## src/hw/sparseMac_consts.svh

```systemverilog
`ifndef sparseMacConstsSvh
`define sparseMacConstsSvh

//==================================================
// Transfer block geometry
//==================================================

// Clusters per transfer block, also the carry buffer capacity
`define transferSize 2

// Bits per weight cluster
`define clusterWidth 32

//==================================================
// Count widths
//==================================================

// Saturating rank, log2 of the transfer size plus one
`define rankWidth 2

// Carry buffer occupancy
// One bit narrower than a rank since a full buffer is always flushed
`define sizeWidth 1

`endif

```

## src/hw/sparseMacPkg.sv

```systemverilog
`include "sparseMac_consts.svh"

package sparseMacPkg;

	//==================================================
	// Payload types
	//==================================================

	// One weight cluster
	typedef logic [`clusterWidth-1:0] clusterT;

	// A full transfer block, slot 0 in the low bits
	// Also used for the carry buffer, the dense clusters and the MAC pair
	typedef clusterT [`transferSize-1:0] blockT;

	//==================================================
	// Count types
	//==================================================

	// Running rank of one mask bit
	typedef logic [`rankWidth-1:0] rankT;

	// One rank per mask bit, element i belongs to mask bit i
	typedef rankT [`transferSize-1:0] rankVecT;

	// Number of clusters waiting in the carry buffer
	typedef logic [`sizeWidth-1:0] sizeT;

endpackage

```

## src/hw/bufferMerge.sv

```systemverilog
`include "sparseMac_consts.svh"

// Appends the dense clusters behind the carry buffer
// A full pair goes to the MAC and the rest becomes the new buffer
module bufferMerge
	import sparseMacPkg::*;
(
	input  blockT currentBuffer,
	input  sizeT  currentSize,
	input  blockT denseClusters,
	input  rankT  numDense,
	output blockT macClusters,
	output logic  macValid,
	output blockT nextBuffer,
	output sizeT  nextSize
);

	// Buffer plus one full block
	localparam int lineSlots = 2 * `transferSize;

	rankT totalSize;

	// Zero padded sources so every slot index stays in range
	clusterT [lineSlots-1:0] paddedBuffer;
	clusterT [lineSlots-1:0] paddedDense;
	clusterT [lineSlots-1:0] mergedLine;

	//==================================================
	// Size logic
	//==================================================

	assign totalSize = rankT'(currentSize) + numDense;

	// Carry out of the total means a full pair is ready
	assign macValid = totalSize[`rankWidth-1];
	assign nextSize = totalSize[`sizeWidth-1:0];

	//==================================================
	// Concatenation
	//==================================================

	assign paddedBuffer = {blockT'('0), currentBuffer};
	assign paddedDense  = {blockT'('0), denseClusters};

	always_comb begin
		int denseIdx;

		for (int i = 0; i < lineSlots; i++) begin
			denseIdx = 0;
			if (i < int'(currentSize)) begin
				mergedLine[i] = paddedBuffer[i];
			end else if (i < int'(totalSize)) begin
				// Dense clusters start right after the buffered ones
				denseIdx = i - int'(currentSize);
				mergedLine[i] = paddedDense[denseIdx];
			end else begin
				mergedLine[i] = '0;
			end
		end
	end

	//==================================================
	// Split into MAC pair and new buffer
	//==================================================

	assign macClusters = mergedLine[`transferSize-1:0];

	// Leftover sits in the upper half only after a pair was taken
	assign nextBuffer = macValid ? mergedLine[lineSlots-1:`transferSize]
		: mergedLine[`transferSize-1:0];

endmodule

```

## src/hw/denseFilter.sv

```systemverilog
`include "sparseMac_consts.svh"

// Packs the selected clusters of a block into the low slots
// A cluster with rank k+1 lands in output slot k
module denseFilter
	import sparseMacPkg::*;
(
	input  blockT   inputBlock,
	input  rankVecT rankVec,
	output blockT   denseClusters,
	output rankT    numDense
);

	//==================================================
	// Slot selection
	//==================================================

	always_comb begin
		for (int k = 0; k < `transferSize; k++) begin
			// Empty slots stay zero
			denseClusters[k] = '0;

			// Search runs downward so the lowest matching index wins
			for (int j = `transferSize - 1; j >= 0; j--) begin
				if (rankVec[j] == rankT'(k + 1)) begin
					denseClusters[k] = inputBlock[j];
				end
			end
		end
	end

	//==================================================
	// Selected count
	//==================================================

	// Rank of the top mask bit is the number of selected clusters
	assign numDense = rankVec[`transferSize-1];

endmodule

```

## src/hw/maskAccumulator.sv

```systemverilog
`include "sparseMac_consts.svh"

// Running rank of every set bit in the select mask
// Bit 0 is counted first, so bit N sees all bits below it
module maskAccumulator
	import sparseMacPkg::*;
(
	input  logic [`transferSize-1:0] selectMask,
	output rankVecT                  rankVec
);

	//==================================================
	// Counter chain
	//==================================================

	always_comb begin
		rankT prevRank;
		rankT baseRank;

		prevRank = '0;
		for (int i = 0; i < `transferSize; i++) begin
			// A full block wraps the count back to zero
			if (prevRank == rankT'(`transferSize)) begin
				baseRank = '0;
			end else begin
				baseRank = prevRank;
			end

			rankVec[i] = baseRank + rankT'(selectMask[i]);

			// Feeds the next counter up the chain
			prevRank = rankVec[i];
		end
	end

endmodule

```

## src/hw/sparseMacBufferUpdate.sv

```systemverilog
`include "sparseMac_consts.svh"

// Buffer update step of the sparse MAC datapath
// Mask rank, dense packing and buffer merge in one cycle, then registered
module sparseMacBufferUpdate
	import sparseMacPkg::*;
(
	input  logic                     clock,
	input  logic                     rstN,
	input  logic                     ivalid,
	input  logic [`transferSize-1:0] selectMask,
	input  blockT                    inputBlock,
	input  blockT                    currentBuffer,
	input  sizeT                     currentSize,
	output logic                     ovalid,
	output blockT                    macClusters,
	output logic                     macValid,
	output blockT                    nextBuffer,
	output sizeT                     nextSize
);

	rankVecT rankVec;
	blockT   denseClusters;
	rankT    numDense;

	// Combinational merge results ahead of the output register
	blockT mergeMacClusters;
	logic  mergeMacValid;
	blockT mergeNextBuffer;
	sizeT  mergeNextSize;

	//==================================================
	// Combinational stages
	//==================================================

	maskAccumulator maskAccum (
		.selectMask (selectMask),
		.rankVec    (rankVec)
	);

	denseFilter clusterFilter (
		.inputBlock    (inputBlock),
		.rankVec       (rankVec),
		.denseClusters (denseClusters),
		.numDense      (numDense)
	);

	bufferMerge merge (
		.currentBuffer (currentBuffer),
		.currentSize   (currentSize),
		.denseClusters (denseClusters),
		.numDense      (numDense),
		.macClusters   (mergeMacClusters),
		.macValid      (mergeMacValid),
		.nextBuffer    (mergeNextBuffer),
		.nextSize      (mergeNextSize)
	);

	//==================================================
	// Output register
	//==================================================

	// Strobe follows ivalid every cycle
	always_ff @(posedge clock or negedge rstN) begin
		if (!rstN) begin
			ovalid <= 1'b0;
		end else begin
			ovalid <= ivalid;
		end
	end

	// Results hold their value through idle cycles
	always_ff @(posedge clock or negedge rstN) begin
		if (!rstN) begin
			macClusters <= '0;
			macValid    <= 1'b0;
			nextBuffer  <= '0;
			nextSize    <= '0;
		end else if (ivalid) begin
			macClusters <= mergeMacClusters;
			macValid    <= mergeMacValid;
			nextBuffer  <= mergeNextBuffer;
			nextSize    <= mergeNextSize;
		end
	end

endmodule

```

## config.mk

```make
export PLATFORM = sky130hd
export DESIGN_NAME = sparseMacBufferUpdate
export DESIGN_NICKNAME = d
export VERILOG_FILES = /design/src/hw/sparseMacPkg.sv /design/src/hw/bufferMerge.sv /design/src/hw/denseFilter.sv /design/src/hw/maskAccumulator.sv /design/src/hw/sparseMacBufferUpdate.sv
export VERILOG_INCLUDE_DIRS = /design/src /design/src/hw
export SDC_FILE = /design/constraint.sdc
export NUM_CORES = 1
export LEC_CHECK = 0
export BUFFER_PORTS_ARGS = -buffer_cell sky130_fd_sc_hd__buf_2
export CORE_UTILIZATION = 25
export CTS_CLUSTER_SIZE = 40
export DETAILED_ROUTE_END_ITERATION = 6
export MAX_ROUTING_LAYER = met4
export SLEW_MARGIN = 20
export SYNTH_ARGS = -nofsm -noshare
export SYNTH_HDL_FRONTEND = slang
export SYNTH_HIERARCHICAL = 1
export SYNTH_SLANG_ARGS = --single-unit
```

## constraint.sdc

```tcl
create_clock -name clock -period 0.8 [get_ports clock]
set_clock_uncertainty 0.05 [all_clocks]
set_input_delay 0.16 -clock clock [delete_from_list [all_inputs] [get_ports clock]]
set_output_delay 0.16 -clock clock [all_outputs]
set_load 0.01 [all_outputs]
```

* Yosys cells after proc, flatten, opt, wreduce, memory -nomap -nowiden *
Cells that the tools add are included.

word-level totals
  bits in registers = 131
  bits of input ports = 134
  output and inout bits = 131
  logic and storage cells = 38

operators by class
  $add $sub $neg = 5
  $lt $le $gt $ge = 7
  equality and inequality tests = 2
  mux-type cells = 17

operators with widths
  cell                   number
  $mux W32               13
  $bmux W32 S2           3
  $lt A32 B4 Y1 const B  3
  $mux W64               1
  $lt A1 B2 Y1 const A   2
  $sub A1 B1 Y2 const A  2
  $sub A2 B1 Y3 const A  1
  $add A1 B1 Y2          1
  $add A1 B2 Y2          1
  $eq A2 B1 Y1 const B   1
  $eq A2 B2 Y1 const B   1
  $lt A2 B2 Y1 const A   1
  $lt A1 B1 Y1 const A   1

* Longest topological paths before layout *
Gate-level depths: netlist of the first run.

  word-level depth = 10
  depth in mapped cells = 10

* Hierarchy *
Netlist of the first run, hierarchy kept.

modules (own cells, without submodules)
  module                 times used  cells an instance  area an instance (µm²)  seq. area each (µm²)
  sparseMacBufferUpdate  1           275                4877.2                  3278.1
  bufferMerge            1           298                1933.1                  0.0
  denseFilter            1           162                1326.3                  0.0
  maskAccumulator        1           4                  31.3                    0.0

* Least setup slack after synthesis of the first run *
OpenSTA, ideal clock, no wires.

  kind = input port to flip-flop
  start point = in selectMask[0]
  end point = reg nextBuffer[22] (netlist name)
  data arrival time = 2.098 ns
  setup slack = -1.413 ns
  cell stages on the path = 10
  path buffers = 4
  cells stage by stage = ha_1 -> buf_4 -> ha_1 -> clkbuf_1 -> inv_1 -> or3_1 -> clkbuf_1 -> buf_4 -> o221ai_2 -> mux2_2

RTL lines
  item                  RTL line                     source
  from (decl)           sparseMacBufferUpdate.sv:11  input logic [`transferSize-1:0] selectMask,
  to (signal assigned)  sparseMacBufferUpdate.sv:82  nextBuffer <= mergeNextBuffer;
  to (decl)             sparseMacBufferUpdate.sv:18  output blockT nextBuffer,

==> results of run 1 <==
-- what timing repair did --
item	in CTS	in global routing
setup endpoints to repair	255	261
hold buffers	1	0
gates resized for setup	99	47
cloned	8	1
pin swaps	15	6
endpoints found under the hold margin	131	0
setup buffers	68	31
-- synthesized netlist by cell type --
library cell	count
o221ai_2	3
or3_1	1
clkbuf_1	30
buf_2	28
o221ai_1	22
ha_1	2
nor2b_1	2
mux2_2	130
conb_1	2
a31o_2	22
inv_2	1
and2_1	1
a31o_1	42
buf_4	42
nand2b_1	1
a22o_1	32
a21oi_1	1
nor2_1	32
and3b_1	64
mux2i_1	32
dfrtp_1	131
buf_6	12
or2b_4	1
xnor2_4	1
o211ai_2	7
nand3_1	64
inv_1	33
-- routing by layer --
layer / track usage [%] / up-vias / wire length, um
met4: 7.09 / 0 / 631
met5: - / - / 0
li1: - / 3265 / -
met2: 29.3 / 211 / 14600
met3: 4.86 / 44 / 1520
met1: 21.4 / 3611 / 12700
-- path summary, 6_finish.rpt --
kind,start,depth (start not counted),endpoint
max in group asynchronous,rstN,3,nextBuffer[58]$_DFFE_PN0P_
min,currentBuffer[0],3,macClusters[0]$_DFFE_PN0P_
min reg2reg,macClusters[27]$_DFFE_PN0P_,1,macClusters[27]$_DFFE_PN0P_
min in group asynchronous,rstN,2,macClusters[37]$_DFFE_PN0P_
max,selectMask[1],9,macClusters[6]$_DFFE_PN0P_
max reg2reg,nextBuffer[7]$_DFFE_PN0P_,3,nextBuffer[7]$_DFFE_PN0P_
-- cells by family after synthesis --
family / Yosys count / synth area share [%]
simple gates: 166 / 12.8
mux: 162 / 21.8
buf+inv: 146 / 10.2
flops: 131 / 40.1
compound gates: 129 / 14.3
fa+ha+maj: 2 / 0.306
other cells: 2 / 0.0919
xor+xnor: 1 / 0.337
-- final cells by class --
type                       count  area share (%)
multi-input combinational    495            38.9
sequential                   131            26.7
timing repair buffer         358            23.4
tap                          435            4.43
clock buffer                  22            3.94
clock inverter                 9            1.43
inverter                      34            1.04
antenna                        6           0.122
-- where the power goes --
group,internal [mW],switching (mW)
Combinational,3.87,3.35
Sequential,7.37,0.450
Clock,5.83,3.06
Total,17.1,6.87
-- worst max-delay path: cells and delay by family --
family / cells / cell delay [ns]
muxes: 1 / 0.26
AOI/OAI and AO/OA: 2 / 0.31
buffers and inverters: 3 / 0.54
adders and majority gates: 2 / 0.43
xor gates and xnor gates: 1 / 0.17
-- flip-flops by register name (all words and copies together), names as in the netlist --
name / cells
nextBuffer: 64
macClusters: 64
ovalid: 1
nextSize: 1
macValid: 1
-- per-stage QoR --
stage               cell area [um2]  setup TNS [ns]  total power [mW]
finish                        12300         -122.71              23.9
global placement              10000         -142.04              13.2
CTS                           11900         -123.48              23.8
global route                  12300         -132.01              25.0
floorplan                      8630         -105.13              11.2
detailed placement            10000         -150.63              13.2
==> impl_metrics.env, run 1 <==
export IMPL_setup_ws_ns=-0.827
export IMPL_clockBufferDepth=2
export IMPL_rsz0062_at_grt="true"
export IMPL_vias=7131
export IMPL_die_w_um=183
export IMPL_yosysTopAreaCellShare_pct=40.1
export IMPL_synth_seq_cells=131
export IMPL_cpMaxStageDelayCell="mux2_2"
export IMPL_clk_latency_ns=0.44
export IMPL_finalCoreUtilization_pct=38.5
export IMPL_grt_max_degree=75
export IMPL_finalWeightedCongestion=0.797
export IMPL_endpoint_kind="flop"
export IMPL_htree_levels=4
export IMPL_leakagePower_nw=6.18
export IMPL_worst_path_max_fanout=20
export IMPL_path_clk_slew_ns=0.06
export IMPL_crit_top_cell="ha_4"
export IMPL_max_freq_ghz=0.615
export IMPL_seq_area_mm2=0.00328
export IMPL_dp_cells=1359
export IMPL_rrSetupSlack_ns=-0.25
export IMPL_drive_gt1_share_pct=56.4
export IMPL_route_detailed_drc=0
export IMPL_post_place_ws_ns=-1.54
export IMPL_syn_inst=739
export IMPL_hpwl_um=18200
export IMPL_hold_ws_ns=0.0586
export IMPL_cp_arrival_ns=1.89
export IMPL_synth_seq_area_share_pct=40.1
export IMPL_synth_area_leaders="dfrtp_1 40%, mux2_2 18%, and3b_1 6.9%, a31o_1 4.5%, mux2i_1 3.9%"
export IMPL_synth_warnings=6
export IMPL_cts_sinks=131
export IMPL_die_area_mm2=0.0334
export IMPL_drt_antenna_violating_nets=0
export IMPL_cts_root_buf="clkbuf_16"
export IMPL_syn_area_per_cell_um2=11.1
export IMPL_dr_pass1_iters=4
export IMPL_final_nets=1173
export IMPL_fin_crit_sh_pct=203
export IMPL_wl_per_cell_um=19.8
export IMPL_fin_crit_ns=1.63
export IMPL_maxSlewHeadroom_pct=64.1
export IMPL_antenna_found_initial=6
export IMPL_hold_viol=0
export IMPL_via_per_inst=4.79
export IMPL_grt_pass1_vias=7458
export IMPL_setup_viol=258
export IMPL_wl_um=29500
export IMPL_hold_path_class="in2reg"
export IMPL_cts_tree="yes"
export IMPL_ys_types=27
export IMPL_cp_cell_sequence="buf_6 > ha_4 > ha_4 > xnor2_4 > buf_8 > a21oi_4 > buf_12 > a22o_1 > mux2_2"
export IMPL_violations="setup timing"
export IMPL_final_cells=1490
export IMPL_slew_viol_final=0
export IMPL_drv_cap=0
export IMPL_p_per_area_mw_per_mm2=1950
export IMPL_fillerInstances=3108
export IMPL_critPathMaxStageDelay_ns=0.26
export IMPL_ir_drop_uv=1420
export IMPL_port_buffers=232
export IMPL_area_delta_synth_final_pct=50.4
export IMPL_io_pins=265
export IMPL_multi_input_area_mm2=0.00478
export IMPL_die_height_um=183
export IMPL_worstMarginPinSlew_ns=0.538
export IMPL_critPathKind="in2reg"
export IMPL_layout_common_cells="196 x buf_2, 131 x dfrtp_1, 70 x buf_4, 67 x mux2_2, 64 x and3b_1"
export IMPL_numCtsBuffers=17
export IMPL_start_kind="primary input"
export IMPL_grtUsageTotal_pct=18.1
export IMPL_synth_largest_area_cell="dfrtp_1"
export IMPL_initial_utilization_pct=25.6
export IMPL_status="finished, violations left"
export IMPL_gr_total_overflow=0
export IMPL_synth_area_mm2=0.00817
export IMPL_cp_required_ns=1.07
export IMPL_final_common_cell="buf_2"
export IMPL_drt_iter0_drc=354
export IMPL_grt_pass1_wl_um=43900
export IMPL_row_count=65
export IMPL_core_mm2=0.0319
Power figures use the tool's default switching activity.
==> run 2, diff against run 1 <==
Settings changed: ABC_AREA set to 1, ABC_CLOCK_PERIOD_IN_PS set to 800.
==> impl_metrics.env, run 2 <==
export IMPL_status="finished, violations left"
export IMPL_violations="hold timing, setup timing"
export IMPL_hold_start="currentBuffer[17]"
export IMPL_io_pins=265
export IMPL_clk_latency_ns=0.43
export IMPL_die_height_um=182
export IMPL_ys_types=18
export IMPL_reg_top3="macClusters: 64 flops, nextBuffer: 64 flops"
export IMPL_worstRegToRegCells=4
export IMPL_yosys_area_share_simple_pct=41.0
export IMPL_wl_um=32500
export IMPL_die_area_mm2=0.0333
export IMPL_grt_max_degree=57
export IMPL_critPathKind="in2reg"
export IMPL_hpwl_um=20300
export IMPL_cpMaxStageDelayCell="ha_4"
export IMPL_grt_pass1_vias=8216
export IMPL_synth_warnings=6
export IMPL_hold_depth=5
export IMPL_endpoint_kind="flop"
export IMPL_synth_seq_area_share_pct=40.3
export IMPL_synth_seq_cells=131
export IMPL_final_common_cell="nand2_1"
export IMPL_antenna_found_initial=3
export IMPL_muxShareOfSynthArea_pct=4.43
export IMPL_drt_iter0_drc=585
export IMPL_synth_compound_area_share_pct=0
export IMPL_crit_buf_inv=5
export IMPL_yosysMostFrequentCell="nand2_1"
export IMPL_cts_root_buf="clkbuf_16"
export IMPL_synthArstFlopShare_pct=100
export IMPL_area_delta_synth_final_pct=59.6
export IMPL_worstMarginPinSlew_ns=0.585
export IMPL_p_per_area_mw_per_mm2=1790
export IMPL_max_freq_ghz=0.677
export IMPL_synth_area_mm2=0.00813
export IMPL_htree_levels=4
export IMPL_core_mm2=0.0318
export IMPL_synth_top_family_by_area="simple AND/OR/NAND/NOR gates"
export IMPL_cts_sinks=131
export IMPL_start_kind="primary input"
export IMPL_hold_path_class="in2reg"
export IMPL_path_clk_slew_ns=0.07
export IMPL_gr_total_overflow=0
export IMPL_hold_ws_ns=-0.00869
export IMPL_rrSetupSlack_ns=-0.12
export IMPL_rsz0062_at_grt="true"
export IMPL_crit_top_cell="nand2_1"
export IMPL_port_buffers=232
export IMPL_synthTopCellsByCount="712 x nand2_1, 131 x dfrtp_1, 97 x nand3_1"
export IMPL_synth_edf_count=0
export IMPL_leakagePower_nw=7.48
export IMPL_final_nets=1721
export IMPL_cp_cell_sequence="buf_8 > ha_4 > buf_4 > ha_4 > xnor2_4 > buf_4 > nor2_4 > buf_12 > clkbuf_16 > nand3_1 > nand2_1 > nand2_1 > nand2_1"
export IMPL_fin_crit_sh_pct=185
export IMPL_grt_pass1_wl_um=46900
export IMPL_layout_common_cells="623 x nand2_1, 197 x buf_2, 158 x buf_4, 130 x dfrtp_1, 78 x nand2_2"
export IMPL_vias=8821
export IMPL_synth_fa_ha_area_share_pct=0.308
export IMPL_post_place_ws_ns=-1.24
export IMPL_syn_inst=1198
export IMPL_rr_startpoint="nextBuffer[10]$_DFFE_PN0P_"
export IMPL_yosysTopAreaCellShare_pct=40.3
export IMPL_setup_viol=230
export IMPL_dp_cells=1876
export IMPL_r2r_end="nextBuffer[10]$_DFFE_PN0P_"
export IMPL_final_cells=2034
export IMPL_cp_required_ns=1.11
export IMPL_finalSetupTns_ns=-104.13
export IMPL_ir_drop_uv=1470
export IMPL_initial_utilization_pct=25.6
export IMPL_setup_ws_ns=-0.678
export IMPL_via_per_inst=4.34
export IMPL_drv_cap=0
export IMPL_min_to="macClusters[17]$_DFFE_PN0P_"
export IMPL_grtUsageTotal_pct=19.1
export IMPL_route_detailed_drc=0
export IMPL_numCtsBuffers=17
export IMPL_finalCoreUtilization_pct=40.8
export IMPL_critPathTopFamily="buffers and inverters"
export IMPL_cts_tree="yes"
export IMPL_syn_area_per_cell_um2=6.79
export IMPL_critPathMaxStageDelay_ns=0.24
export IMPL_synth_xor_area_share_pct=0.200
export IMPL_dr_pass1_iters=5
export IMPL_drive_gt1_share_pct=42.8
export IMPL_clockBufferDepth=2
export IMPL_synth_largest_area_cell="dfrtp_1"
export IMPL_drt_antenna_violating_nets=0
export IMPL_synth_area_leaders="dfrtp_1 40%, nand2_1 33%, nand3_1 6.0%, mux2_2 4.4%, buf_4 3.7%"
export IMPL_maxSlewHeadroom_pct=61.0
export IMPL_synthFlopType="dfrtp_1"
export IMPL_wl_per_cell_um=16.0
export IMPL_finalWeightedCongestion=0.875
export IMPL_cp_arrival_ns=1.79
export IMPL_die_w_um=182
export IMPL_fin_crit_ns=1.48
export IMPL_hold_viol=1
export IMPL_slew_viol_final=0
export IMPL_holdBufCountCts=1
export IMPL_row_count=65
export IMPL_worst_path_max_fanout=7
[run 2: how the worst max path moves through the flow]
| stage | startpoint | endpoint | slack [ns] | depth (start not counted) |
|---|---|---|---|---|
| 2_1_floorplan | selectMask[1] | macClusters[32]$_DFFE_PN0P_ | -0.70 | 10 |
| 3_3_place_gp | selectMask[1] | nextBuffer[28]$_DFFE_PN0P_ | -1.23 | 10 |
| 3_5_place_dp | selectMask[1] | nextBuffer[27]$_DFFE_PN0P_ | -1.24 | 10 |
| 4_1_cts | selectMask[0] | nextBuffer[29]$_DFFE_PN0P_ | -0.62 | 17 |
| 5_1_grt | selectMask[0] | nextBuffer[9]$_DFFE_PN0P_ | -0.74 | 17 |
| 6_report | selectMask[0] | nextBuffer[19]$_DFFE_PN0P_ | -0.68 | 13 |
[run 2: tightest hold or removal path, delay by kind of cell]
family        cells  cell delay, ns
buf+inv           1            0.08
simple gates      4            0.20
[run 2: cells by family after synthesis]
| logic type | count (synthesis) |
|---|---|
| flops | 131 |
| xor+xnor | 1 |
| other cells | 2 |
| mux | 32 |
| fa+ha+maj | 2 |
| buf+inv | 184 |
| simple gates | 846 |
[run 2: metrics by stage]
step / power (mW) / hold slack [ns] / area (um2)
after floorplan: 10.6 / -0.186 / 8370
after global placement: 12.6 / -0.00169 / 10100
after detailed placement: 12.7 / -0.00165 / 10100
after CTS: 22.1 / -0.0282 / 11700
after global routing: 24.4 / -0.00432 / 13000
final: 23.2 / -0.00869 / 13000
[run 2: final cells by class]
cell class,count,area (um2)
Clock buffer,22,474
Tap cell,435,544
Fill cell,3258,18800
Sequential cell,131,3280
Inverter,75,302
Timing Repair Buffer,445,3630
Antenna cell,3,7.51
Multi-Input combinational cell,915,4620
Clock inverter,8,128
[run 2: power breakdown]
part / internal (mW) / switching (mW) / total, mW
combinational: 3.53 / 3.78 / 7.30
sequential: 7.28 / 0.406 / 7.68
clock: 5.12 / 3.12 / 8.24
total: 15.9 / 7.30 / 23.2
[run 2: per-layer routing]
layer	wire length, um	GRT usage [%]	vias up
li1	-	-	4341
met1	14900	24.9	4107
met2	14900	29.4	331
met3	2060	3.89	42
met4	692	6.55	0
met5	0	-	-
[run 2: repair_timing]
action / in CTS / in global routing
gates resized for setup: 99 / 196
pin swaps: 47 / 106
cloned: 7 / 8
setup buffers: 53 / 57
endpoints found under the setup margin: 228 / 234
hold endpoints to repair: 142 / 1
==> run 3, diff against run 2 <==
Settings changed: BUFFER_PORTS_ARGS -buffer_cell sky130_fd_sc_hd__buf_2 to not set, DONT_BUFFER_PORTS set to 1.
==> impl_metrics.env, run 3 (synthesis results as in run 2) <==
export IMPL_path_clk_slew_ns=0.07
export IMPL_status="finished, violations left"
export IMPL_final_nets=1419
export IMPL_numCtsBuffers=17
export IMPL_hold_ws_ns=-0.633
export IMPL_setup_viol=229
export IMPL_postLayoutCellArea_mm2=0.0109
export IMPL_fin_crit_ns=1.29
export IMPL_wl_um=29500
export IMPL_drv_cap=0
export IMPL_reg_top3="macClusters: 64 flops, nextBuffer: 64 flops"
export IMPL_max_freq_ghz=0.776
export IMPL_area_delta_synth_final_pct=34.6
export IMPL_fillerInstances=3345
export IMPL_dr_pass1_iters=4
export IMPL_layout_common_cells="627 x nand2_1, 125 x dfrtp_1, 75 x buf_4, 70 x nand2_2, 68 x nand3_1"
export IMPL_wl_per_cell_um=17.1
export IMPL_worst_path_max_fanout=20
export IMPL_hold_viol=230
export IMPL_clockBufferDepth=2
export IMPL_cts_root_buf="clkbuf_16"
export IMPL_clk_latency_ns=0.44
export IMPL_cts_sinks=131
export IMPL_critPathKind="in2reg"
export IMPL_port_buffers=0
export IMPL_rsz0062_at_grt="true"
export IMPL_row_count=65
export IMPL_start_kind="primary input"
export IMPL_cts_tree="yes"
export IMPL_setup_ws_ns=-0.489
export IMPL_htree_levels=4
export IMPL_antenna_cells=0
export IMPL_drt_antenna_violating_nets=0
export IMPL_die_height_um=182
export IMPL_io_pins=265
export IMPL_finalWeightedCongestion=0.842
export IMPL_core_mm2=0.0318
export IMPL_via_per_inst=4.42
export IMPL_grt_pass1_wl_um=42700
export IMPL_endpoint_kind="flop"
export IMPL_hold_path_class="in2async"
export IMPL_slew_viol_final=0
export IMPL_ir_drop_uv=1440
export IMPL_drt_iter0_drc=405
export IMPL_grtUsageTotal_pct=17.4
export IMPL_vias=7645
export IMPL_final_common_cell="nand2_1"
export IMPL_p_per_area_mw_per_mm2=1970
export IMPL_antenna_found_initial=0
export IMPL_violations="hold timing, setup timing"
export IMPL_die_w_um=182
export IMPL_placed_cell_area_mm2=0.00907
export IMPL_cp_required_ns=1.07
export IMPL_grt_pass1_vias=7228
export IMPL_cp_arrival_ns=1.56
export IMPL_drive_gt1_share_pct=29.4
export IMPL_fin_crit_sh_pct=161
export IMPL_route_detailed_drc=0
export IMPL_hpwl_um=18500
export IMPL_grt_max_degree=133
export IMPL_initial_utilization_pct=25.6
export IMPL_leakagePower_nw=6.05
export IMPL_finalPower_mw=21.6
export IMPL_die_area_mm2=0.0333
export IMPL_gr_total_overflow=0
==> run 3: what timing repair did <==
action                     4_1_cts  5_1_grt
pin swaps                       35       89
setup endpoints to repair      228      229
setup buffers                   24       15
gates cloned                     3        8
gates resized for setup         97      122
hold endpoints to repair       230      230
==> run 3: cell type report <==
type                       count  area, um2  area share, %
sequential                   131       3290           30.0
inverter                      75        294           2.69
timing repair buffer         143       1760           16.1
clock inverter                11        175           1.60
tap                          435        544           4.97
clock buffer                  19        453           4.14
multi-input combinational    915       4430           40.5
==> run 3: worst paths after layout <==
path / slack, ns / endpoint / from / cells after the start
max: -0.49 / macClusters[4]$_DFFE_PN0P_ / selectMask[0] / 12
min: -0.63 / macClusters[62]$_DFFE_PN0P_ / rstN / 0
max reg2reg: -0.09 / nextBuffer[28]$_DFFE_PN0P_ / nextBuffer[28]$_DFFE_PN0P_ / 4
min reg2reg: 0.45 / nextBuffer[21]$_DFFE_PN0P_ / nextBuffer[21]$_DFFE_PN0P_ / 2
max in group asynchronous: 1.03 / nextBuffer[48]$_DFFE_PN0P_ / rstN / 0
min in group clock: -0.28 / ovalid$_DFF_PN0_ / ivalid / 0
==> run 3: worst max-delay path, cell delays in order <==
cell and delay, ns:
ha_4 0.29, buf_12 0.11, ha_4 0.16, inv_1 0.05, nand2_2 0.07, nand3_4 0.12, buf_12 0.19, nand2_1 0.11
nand2_2 0.07, buf_4 0.13, nand2_1 0.05, nand2_1 0.04
==> run 3: power by group <==
| group | switching, mW | internal (mW) |
|---|---|---|
| sequential | 0.768 | 7.28 |
| combinational | 2.51 | 2.43 |
| clock | 3.23 | 5.38 |
==> run 3: per-stage QoR <==
step	setup WS (ns)	hold slack [ns]	TNS, ns	util (%)	std cells
3_5_place_dp	-1.12	-0.184	-94.14	28.5	1649
6_report	-0.489	-0.633	-79.17	34.4	1729
4_1_cts	-0.456	-0.657	-77.76	32.3	1706
5_1_grt	-0.544	-0.660	-88.72	34.4	1729
2_1_floorplan	-0.695	-0.186	-63.46	-	1229
3_3_place_gp	-1.09	-0.183	-91.92	28.5	1649
==> run 3: per-layer routing <==
metal	vias to the layer above	share of wire, %	GRT usage (%)
met5	-	0	-
met4	0	1.9	5.51
met1	3635	44	21.3
li1	3727	-	-
met3	26	8.6	6.43
met2	257	45	26.4
